## src/wb_pkg.sv

```systemverilog
package wb_pkg;

    ////////////////////
    // exception codes with esubcode in bit 6.
    ////////////////////
    localparam logic [6:0] exp_none = 7'h00;
    localparam logic [6:0] exp_pil  = 7'h01;  // load page invalid.
    localparam logic [6:0] exp_pis  = 7'h02;  // store page invalid.
    localparam logic [6:0] exp_pif  = 7'h03;  // fetch page invalid.
    localparam logic [6:0] exp_pme  = 7'h04;  // page modify.
    localparam logic [6:0] exp_ppi  = 7'h07;  // privilege level.
    localparam logic [6:0] exp_adef = 7'h08;
    localparam logic [6:0] exp_adem = 7'h48;  // same ecode as adef.
    localparam logic [6:0] exp_ale  = 7'h09;
    localparam logic [6:0] exp_sys  = 7'h0b;
    localparam logic [6:0] exp_brk  = 7'h0c;
    localparam logic [6:0] exp_ine  = 7'h0d;
    localparam logic [6:0] exp_tlbr = 7'h3f;

    ////////////////////
    // csr numbers.
    ////////////////////
    localparam logic [13:0] csr_crmd      = 14'h000;
    localparam logic [13:0] csr_prmd      = 14'h001;
    localparam logic [13:0] csr_estat     = 14'h005;
    localparam logic [13:0] csr_era       = 14'h006;
    localparam logic [13:0] csr_badv      = 14'h007;
    localparam logic [13:0] csr_eentry    = 14'h00c;
    localparam logic [13:0] csr_tlbehi    = 14'h011;
    localparam logic [13:0] csr_pgdl      = 14'h019;
    localparam logic [13:0] csr_pgdh      = 14'h01a;
    localparam logic [13:0] csr_pgd       = 14'h01b;
    localparam logic [13:0] csr_tlbrentry = 14'h088;

    ////////////////////
    // csr field layout.
    ////////////////////
    localparam int crmd_plv       = 0;  // two bits.
    localparam int crmd_ie        = 2;
    localparam int crmd_da        = 3;
    localparam int crmd_pg        = 4;
    localparam int prmd_pplv      = 0;  // two bits.
    localparam int prmd_pie       = 2;
    localparam int estat_ecode    = 16; // six bits.
    localparam int estat_esubcode = 22;
    localparam int tlbehi_vppn    = 13; // nineteen bits.

    localparam logic [31:0] crmd_reset = 32'h0000_0008; // da set, plv 0.

    typedef struct packed {
        logic        valid;
        logic [4:0]  rd;
        logic [31:0] data;
        logic [31:0] pc;
        logic [31:0] inst;
        logic [6:0]  exception;
        logic [31:0] badv;
    } lane_result_t;

    typedef struct packed {
        logic        take;
        logic        to_direct;
        logic [31:0] era;
        logic [6:0]  expcode;
        logic        badv_we;
        logic [31:0] badv;
        logic        vppn_we;
        logic [18:0] vppn;
        logic        pgd_we;
    } csr_exc_t;

    typedef struct packed {
        logic [31:0] pc;
        logic [3:0]  rf_wen;
        logic [4:0]  rf_wnum;
        logic [31:0] rf_wdata;
        logic [31:0] inst;
    } debug_commit_t;

endpackage
```

## src/wb_subsystem.sv

```systemverilog
`timescale 1ns/100ps

module wb_subsystem (
    input  logic                  clk,
    input  logic                  reset,

    input  wb_pkg::lane_result_t  lane0,
    input  wb_pkg::lane_result_t  lane1,

    input  logic                  csr_we,
    input  logic [13:0]           csr_wnum,
    input  logic [31:0]           csr_wdata,
    input  logic [13:0]           csr_raddr,
    output logic [31:0]           csr_rdata,

    input  logic [4:0]            rf_raddr0,
    input  logic [4:0]            rf_raddr1,
    output logic [31:0]           rf_rdata0,
    output logic [31:0]           rf_rdata1,

    output logic                  redirect_valid,
    output logic [31:0]           redirect_pc,

    output wb_pkg::debug_commit_t debug0,
    output wb_pkg::debug_commit_t debug1
);

    logic             wen0;
    logic             wen1;
    logic [4:0]       waddr0;
    logic [4:0]       waddr1;
    logic [31:0]      wdata0;
    logic [31:0]      wdata1;
    wb_pkg::csr_exc_t exc;
    logic [31:0]      eentry;
    logic [31:0]      tlbrentry;

    ////////////////////
    // writeback stage.
    ////////////////////
    writeback writeback_inst (
        .lane0          (lane0),
        .lane1          (lane1),
        .eentry         (eentry),
        .tlbrentry      (tlbrentry),
        .wen0           (wen0),
        .wen1           (wen1),
        .waddr0         (waddr0),
        .waddr1         (waddr1),
        .wdata0         (wdata0),
        .wdata1         (wdata1),
        .exc            (exc),
        .redirect_valid (redirect_valid),
        .redirect_pc    (redirect_pc),
        .debug0         (debug0),
        .debug1         (debug1)
    );

    register_file register_file_inst (
        .clk    (clk),
        .reset  (reset),
        .wen0   (wen0),
        .waddr0 (waddr0),
        .wdata0 (wdata0),
        .wen1   (wen1),
        .waddr1 (waddr1),
        .wdata1 (wdata1),
        .raddr0 (rf_raddr0),
        .rdata0 (rf_rdata0),
        .raddr1 (rf_raddr1),
        .rdata1 (rf_rdata1)
    );

    // pgd selection is consumed inside the csr unit.
    csr_unit csr_unit_inst (
        .clk       (clk),
        .reset     (reset),
        .exc       (exc),
        .we        (csr_we),
        .wnum      (csr_wnum),
        .wdata     (csr_wdata),
        .raddr     (csr_raddr),
        .rdata     (csr_rdata),
        .eentry    (eentry),
        .tlbrentry (tlbrentry),
        .pgd_sel   ()
    );

endmodule

```

## src/csr_unit.sv

```systemverilog
`timescale 1ns/100ps

module csr_unit (
    input  logic             clk,
    input  logic             reset,

    input  wb_pkg::csr_exc_t exc,

    input  logic             we,
    input  logic [13:0]      wnum,
    input  logic [31:0]      wdata,

    input  logic [13:0]      raddr,
    output logic [31:0]      rdata,

    output logic [31:0]      eentry,
    output logic [31:0]      tlbrentry,
    output logic [31:0]      pgd_sel
);

    logic [31:0] crmd;
    logic [31:0] prmd;
    logic [31:0] estat;
    logic [31:0] era;
    logic [31:0] badv;
    logic [31:0] tlbehi;
    logic [31:0] pgdl;
    logic [31:0] pgdh;
    logic [31:0] pgd;

    // page table base by address half.
    assign pgd_sel = exc.badv[31] ? pgdh : pgdl;

    ////////////////////
    // register update.
    ////////////////////
    always_ff @(posedge clk) begin
        if (reset) begin
            crmd      <= wb_pkg::crmd_reset;
            prmd      <= '0;
            estat     <= '0;
            era       <= '0;
            badv      <= '0;
            eentry    <= '0;
            tlbehi    <= '0;
            pgdl      <= '0;
            pgdh      <= '0;
            pgd       <= '0;
            tlbrentry <= '0;
        end else begin
            if (we) begin
                case (wnum)
                    wb_pkg::csr_crmd:      crmd      <= wdata;
                    wb_pkg::csr_prmd:      prmd      <= wdata;
                    wb_pkg::csr_estat:     estat     <= wdata;
                    wb_pkg::csr_era:       era       <= wdata;
                    wb_pkg::csr_badv:      badv      <= wdata;
                    wb_pkg::csr_eentry:    eentry    <= wdata;
                    wb_pkg::csr_tlbehi:    tlbehi    <= wdata;
                    wb_pkg::csr_pgdl:      pgdl      <= wdata;
                    wb_pkg::csr_pgdh:      pgdh      <= wdata;
                    wb_pkg::csr_pgd:       pgd       <= wdata;
                    wb_pkg::csr_tlbrentry: tlbrentry <= wdata;
                    default:               ;
                endcase
            end

            // exception fields override a software write.
            if (exc.take) begin
                prmd[wb_pkg::prmd_pplv +: 2] <= crmd[wb_pkg::crmd_plv +: 2];
                prmd[wb_pkg::prmd_pie]       <= crmd[wb_pkg::crmd_ie];
                crmd[wb_pkg::crmd_plv +: 2]  <= 2'b00;  // kernel mode.
                crmd[wb_pkg::crmd_ie]        <= 1'b0;
                if (exc.to_direct) begin
                    crmd[wb_pkg::crmd_da] <= 1'b1;
                    crmd[wb_pkg::crmd_pg] <= 1'b0;
                end
                estat[wb_pkg::estat_ecode +: 6] <= exc.expcode[5:0];
                estat[wb_pkg::estat_esubcode]   <= exc.expcode[6];
                era <= exc.era;
                if (exc.badv_we) begin
                    badv <= exc.badv;
                end
                if (exc.vppn_we) begin
                    tlbehi[wb_pkg::tlbehi_vppn +: 19] <= exc.vppn;
                end
                if (exc.pgd_we) begin
                    pgd <= pgd_sel;
                end
            end
        end
    end

    ////////////////////
    // read port.
    ////////////////////
    always_comb begin
        case (raddr)
            wb_pkg::csr_crmd:      rdata = crmd;
            wb_pkg::csr_prmd:      rdata = prmd;
            wb_pkg::csr_estat:     rdata = estat;
            wb_pkg::csr_era:       rdata = era;
            wb_pkg::csr_badv:      rdata = badv;
            wb_pkg::csr_eentry:    rdata = eentry;
            wb_pkg::csr_tlbehi:    rdata = tlbehi;
            wb_pkg::csr_pgdl:      rdata = pgdl;
            wb_pkg::csr_pgdh:      rdata = pgdh;
            wb_pkg::csr_pgd:       rdata = pgd;
            wb_pkg::csr_tlbrentry: rdata = tlbrentry;
            default:               rdata = '0;  // unknown csr.
        endcase
    end

endmodule

```

## src/register_file.sv

```systemverilog
`timescale 1ns/100ps

module register_file (
    input  logic        clk,
    input  logic        reset,

    input  logic        wen0,
    input  logic [4:0]  waddr0,
    input  logic [31:0] wdata0,
    input  logic        wen1,
    input  logic [4:0]  waddr1,
    input  logic [31:0] wdata1,

    input  logic [4:0]  raddr0,
    output logic [31:0] rdata0,
    input  logic [4:0]  raddr1,
    output logic [31:0] rdata1
);

    logic [31:0] regs [1:31];  // r0 has no storage.

    ////////////////////
    // write ports.
    ////////////////////
    always_ff @(posedge clk) begin
        if (reset) begin
            for (int i = 1; i < 32; i++) begin
                regs[i] <= '0;
            end
        end else begin
            if (wen0 && (waddr0 != 5'd0)) begin
                regs[waddr0] <= wdata0;
            end
            // port 1 is the younger instruction.
            if (wen1 && (waddr1 != 5'd0)) begin
                regs[waddr1] <= wdata1;
            end
        end
    end

    ////////////////////
    // read ports.
    ////////////////////
    always_comb begin
        if (raddr0 == 5'd0) begin
            rdata0 = '0;
        end else begin
            rdata0 = regs[raddr0];
        end
    end

    always_comb begin
        if (raddr1 == 5'd0) begin
            rdata1 = '0;
        end else begin
            rdata1 = regs[raddr1];
        end
    end

endmodule

```

## src/writeback.sv

```systemverilog
`timescale 1ns/100ps

module writeback (
    input  wb_pkg::lane_result_t  lane0,
    input  wb_pkg::lane_result_t  lane1,
    input  logic [31:0]           eentry,
    input  logic [31:0]           tlbrentry,

    output logic                  wen0,
    output logic                  wen1,
    output logic [4:0]            waddr0,
    output logic [4:0]            waddr1,
    output logic [31:0]           wdata0,
    output logic [31:0]           wdata1,

    output wb_pkg::csr_exc_t      exc,

    output logic                  redirect_valid,
    output logic [31:0]           redirect_pc,

    output wb_pkg::debug_commit_t debug0,
    output wb_pkg::debug_commit_t debug1
);

    logic has_exception;
    logic is_tlbr;
    logic set_badv;
    logic set_vppn;

    assign has_exception = lane0.valid && (lane0.exception != wb_pkg::exp_none);
    assign is_tlbr       = lane0.exception == wb_pkg::exp_tlbr;

    // which faults carry a bad address.
    always_comb begin
        set_badv = 1'b0;
        set_vppn = 1'b0;
        if (has_exception) begin
            case (lane0.exception)
                wb_pkg::exp_tlbr, wb_pkg::exp_pil, wb_pkg::exp_pis,
                wb_pkg::exp_pif, wb_pkg::exp_pme, wb_pkg::exp_ppi: begin
                    set_badv = 1'b1;
                    set_vppn = 1'b1;
                end
                wb_pkg::exp_adef, wb_pkg::exp_adem, wb_pkg::exp_ale: begin
                    set_badv = 1'b1;
                end
                default: begin
                    set_badv = 1'b0;
                    set_vppn = 1'b0;
                end
            endcase
        end
    end

    ////////////////////
    // register file writes.
    ////////////////////
    assign wen0   = lane0.valid && (lane0.exception == wb_pkg::exp_none);
    assign wen1   = lane1.valid && !has_exception;  // squashed behind lane 0 fault.
    assign waddr0 = lane0.rd;
    assign waddr1 = lane1.rd;
    assign wdata0 = lane0.data;
    assign wdata1 = lane1.data;

    ////////////////////
    // exception and redirect.
    ////////////////////
    assign redirect_valid = has_exception;
    assign redirect_pc    = is_tlbr ? tlbrentry : eentry;

    assign exc.take      = has_exception;
    assign exc.to_direct = has_exception && is_tlbr; // refill runs untranslated.
    assign exc.era       = lane0.pc;
    assign exc.expcode   = lane0.exception;
    assign exc.badv_we   = set_badv;
    assign exc.badv      = lane0.badv;
    assign exc.vppn_we   = set_vppn;
    assign exc.vppn      = lane0.badv[31:13];
    assign exc.pgd_we    = set_badv;

    ////////////////////
    // debug trace.
    ////////////////////
    assign debug0.pc       = lane0.pc;
    assign debug0.rf_wen   = {4{wen0}};
    assign debug0.rf_wnum  = lane0.rd;
    assign debug0.rf_wdata = lane0.data;
    assign debug0.inst     = lane0.inst;

    assign debug1.pc       = lane1.pc;
    assign debug1.rf_wen   = {4{wen1}};
    assign debug1.rf_wnum  = lane1.rd;
    assign debug1.rf_wdata = lane1.data;
    assign debug1.inst     = lane1.inst;

endmodule

```

## config.mk

```make
export PLATFORM = sky130hd
export DESIGN_NAME = wb_subsystem
export DESIGN_NICKNAME = d
export VERILOG_FILES = /design/src/wb_pkg.sv /design/src/wb_subsystem.sv /design/src/csr_unit.sv /design/src/register_file.sv /design/src/writeback.sv
export SDC_FILE = /design/constraint.sdc
export NUM_CORES = 2
export LEC_CHECK = 0
export BUFFER_PORTS_ARGS = -buffer_cell sky130_fd_sc_hd__buf_2
export CAP_MARGIN = 20
export CORE_MARGIN = 3
export CORE_UTILIZATION = 30
export DETAILED_ROUTE_END_ITERATION = 12
export GPL_ROUTABILITY_DRIVEN = 0
export PLACE_DENSITY = 0.53
export SETUP_SLACK_MARGIN = 0.5
export SYNTH_ARGS = -nofsm -noshare
export SYNTH_HDL_FRONTEND = slang
export SYNTH_SLANG_ARGS = --single-unit
```

## constraint.sdc

```tcl
create_clock -name clk -period 3.65 [get_ports clk]
set_input_delay 0.1825 -clock clk [delete_from_list [all_inputs] [get_ports clk]]
set_output_delay 0.1825 -clock clk [all_outputs]
set_load 0.005 [all_outputs]
```

==> flow_metrics.py <==
metrics = {
    "critical_path": {
        "crit_type": "input port to output pin",
        "path_cells": "buf_2, or4_1, nor4_4, buf_4, a222oi_1, o2111ai_1, buf_2",
        "critPathSlowestCell": "or4_1",
        "critPathMaxStageDelay_ns": 0.86,
        "worst_path_most_repeated_cell": "buf_2",
        "end_kind": "output pin",
        "worstPathRequired_ns": 3.47,
        "ff2ff_path_depth": 3,
        "reg2reg_slack_ns": 2.22,
        "arrival_ns": 2.92,
        "r2r_end": "csr_unit_inst.era[7]",
        "cp_max_fo": 21,
        "worst_setup_path_start_kind": "input port",
        "r2r_start": "csr_unit_inst.era[7]",
    },
    "layout": {
        "drive_gt1_share_pct": 20.2,
        "nets": 8517,
        "final_core_utilization_pct": 34.5,
        "fin_area_um2": 92700,
        "syn_to_final_growth_pct": 14.2,
    },
    "yosys": {
        "synth_compound_area_share_pct": 13.4,
        "yosys_warnings": 0,
        "yosysMostFrequentCell": "nand2_1",
        "synth_area_um2": 81100,
        "yosys-top-cells-area": "edfxtp_1 (38%), mux4_2 (14%), nand2_1 (12%), dfxtp_1 (8.7%), o21ai_0 (5.1%)",
        "synth_commonest_cells": "nand2_1 (2559), edfxtp_1 (1024), o21ai_0 (826), clkbuf_1 (654), mux4_2 (512)",
        "synthXorXnorAreaFrac_pct": 0,
        "synth_edf_count": 1024,
        "avgSynthCellArea_um2": 9.92,
        "synth_fa_ha_area_share_pct": 0,
        "synthCells": 8183,
        "yosys.area.top_type": "edfxtp_1",
        "ys_seq_elements": 1376,
        "synth_top_area_share_pct": 37.9,
        "synthArstFlopShare_pct": 0,
        "ys.flop_type": "edfxtp_1",
        "synth_mux_area_share_pct": 17.0,
        "synth_top_family_by_area": "multiplexers",
        "yosysSeqAreaShare_pct": 46.6,
        "synthSimpleGateAreaFrac_pct": 15.8,
        "synth.distinct_cells": 69,
    },
    "drt": {
        "dr.pass1.iters": 9,
        "ant_nets": 0,
        "vias": 66000,
        "drt_iter0_drc": 7917,
        "wl_um": 304000,
        "wl_per_cell_um": 25.7,
        "viasPerCell": 5.58,
        "drc": 0,
    },
    "sta": {
        "rsz0062_at_grt": "no",
        "finalCriticalPeriod_ns": 3.11,
        "tightest_slew_ns": 1.13,
        "relSlewSlack_pct": 24.9,
        "period_share_pct": 85.1,
        "setup_violations": 0,
        "drv_slew": 0,
        "clock_skew_ns": 0.0573,
        "hold-worst-slack_ns": 0.0783,
        "fmax_mhz": 322,
        "setup_tns_ns": 0,
        "timing_hold_violations_final": 0,
    },
    "min_path": {
        "min_path_cells": 1,
        "holdPathEnd": "register_file_inst.regs[0][27]",
        "min_from": "lane0[130]",
        "hold_class": "input port to register",
    },
    "global_routing": {
        "grt_max_degree": 205,
        "grt_pass1_vias": 63300,
        "grt.total_usage_pct": 21.1,
        "grt.overflow.total": 0,
        "grt_pass1_wl_um": 442000,
        "antenna_found_initial": 16,
    },
    "clock_network": {
        "htreeDepth": 4,
        "clkTransAtPathRegs_ns": 0.06,
        "postCtsSetupBuffers": 0,
        "numCtsBuffers": 164,
        "clock_sinks": 1376,
        "cts_tree": "done",
        "clock_latency_ns": 0.86,
        "cts_max_path_buffers": 4,
        "cts_root_buffer": "clkbuf_16",
    },
    "place": {
        "place_area_um2": 85500,
        "dp_hpwl_um": 208000,
        "port_buffers": 462,
    },
    "floorplan": {
        "die_y_um": 526,
        "row_count": 190,
        "core_um2": 269000,
        "ioPinCount": 694,
        "die_width_um": 526,
        "die_area_um2": 277000,
        "initial_core_util_pct": 30.2,
    },
    "outcome": {
        "outcome": "complete, no violations",
    },
    "power": {
        "powerDensity_nw_per_um2": 419,
        "p_leak_nw": 29.9,
        "ir_drop_uv": 346,
    },
    "job": {
        "drv_cap": 0,
    },
}
## cell families after synthesis
logic type             count (synthesis)
AO/OA/AOI/OAI                       1808
buffers and inverters               1178
flip-flops                          1376
multiplexers                         733
other                                  1
AND/OR/NAND/NOR                     3087
## cell type report
type	count	area, um2
diodes	6	15.0
clock buffers	214	4420
clock inverters	67	686
fillers	26600	176000
inverters	5	18.8
multi-input cells	5660	38200
flip-flops and latches	1376	37800
well taps	3552	4440
repair buffers	955	7050
## where the power goes
part,leakage (nW),switching [mW],internal [mW]
registers,12.6,0.363,17.5
logic,14.8,2.82,1.88
clock network,2.51,6.87,9.41
total,29.9,10.1,28.8
## layer usage
layer | share of wire (%) | wire length, um | track usage (%) | up-vias
li1 | - | - | - | 29300
met2 | 46 | 141000 | 34.2 | 3585
met1 | 40 | 122000 | 27.8 | 32500
met5 | 0.017 | 51 | 0 | -
met4 | 4.5 | 13600 | 8.58 | 6
met3 | 9.1 | 27600 | 3.87 | 586
## flip-flops by register name, indices dropped and copies added, names as in the netlist
signal	count
csr_unit_inst.crmd	32
csr_unit_inst.tlbrentry	32
csr_unit_inst.eentry	32
register_file_inst.regs	1024
csr_unit_inst.badv	32
csr_unit_inst.pgdh	32
csr_unit_inst.pgd	32
csr_unit_inst.pgdl	32
csr_unit_inst.era	32
csr_unit_inst.estat	32
csr_unit_inst.prmd	32
csr_unit_inst.tlbehi	32
## what timing repair did
| action | in CTS | in global routing |
|---|---|---|
| gates resized for setup | 1 | 3 |
| hold buffers | 201 | 0 |
| pin swaps | 0 | 0 |
| endpoints found under the setup margin | 1 | 30 |
| endpoints found under the hold margin | 672 | 0 |
| cloned | 0 | 0 |
## worst max path at each step
stage	start	endpoint	slack (ns)	cells past startpoint
6_report	csr_raddr[4]	csr_rdata[14]	0.54	7
5_1_grt	register_file_inst.regs[28][17]	rf_rdata0[17]	0.51	6
4_1_cts	register_file_inst.regs[30][7]	rf_rdata1[7]	0.51	6
3_5_place_dp	lane0[35]	csr_unit_inst.badv[24]	0.50	8
3_3_place_gp	lane0[38]	csr_unit_inst.pgd[25]	0.53	8
2_1_floorplan	lane0[32]	register_file_inst.regs[3][0]	0.96	8
## critical path, delay by kind of cell
family / cells / cell delay, ns
AND/OR/NAND/NOR: 2 / 1.31
buffers and inverters: 3 / 0.90
AO/OA/AOI/OAI: 2 / 0.49
## metrics by stage
stage               cells  worst slack [ns]  power (mW)
floorplan            8214             0.961        20.7
global placement    11300             0.532        22.5
detailed placement  11300             0.497        22.6
CTS                 11800             0.511        39.0
global route        11800             0.507        39.9
finish              11800             0.543        38.8
## cell usage in the layout (no fill, tap or decap), types with 30 or more instances in the layout
cell,instances
clkbuf_16,166
o21ai_1,176
a311oi_1,39
a222oi_1,30
buf_4,254
o22ai_1,64
a211oi_1,102
a22o_1,31
nand3_1,30
a221oi_1,88
mux2i_1,187
nor3_4,30
nand2_1,2558
clkbuf_1,37
buf_2,455
a22oi_1,113
conb_1,32
nor2_1,113
edfxtp_1,1024
nor2b_1,107
a21oi_1,230
or3_2,32
nor4_1,57
dlygate4sd3_1,201
mux4_2,512
dfxtp_1,352
mux2_2,34
buf_12,37
nor3_2,40
o211a_1,64
o21ai_0,826
Note: power is estimated with default switching activity, not from simulation.
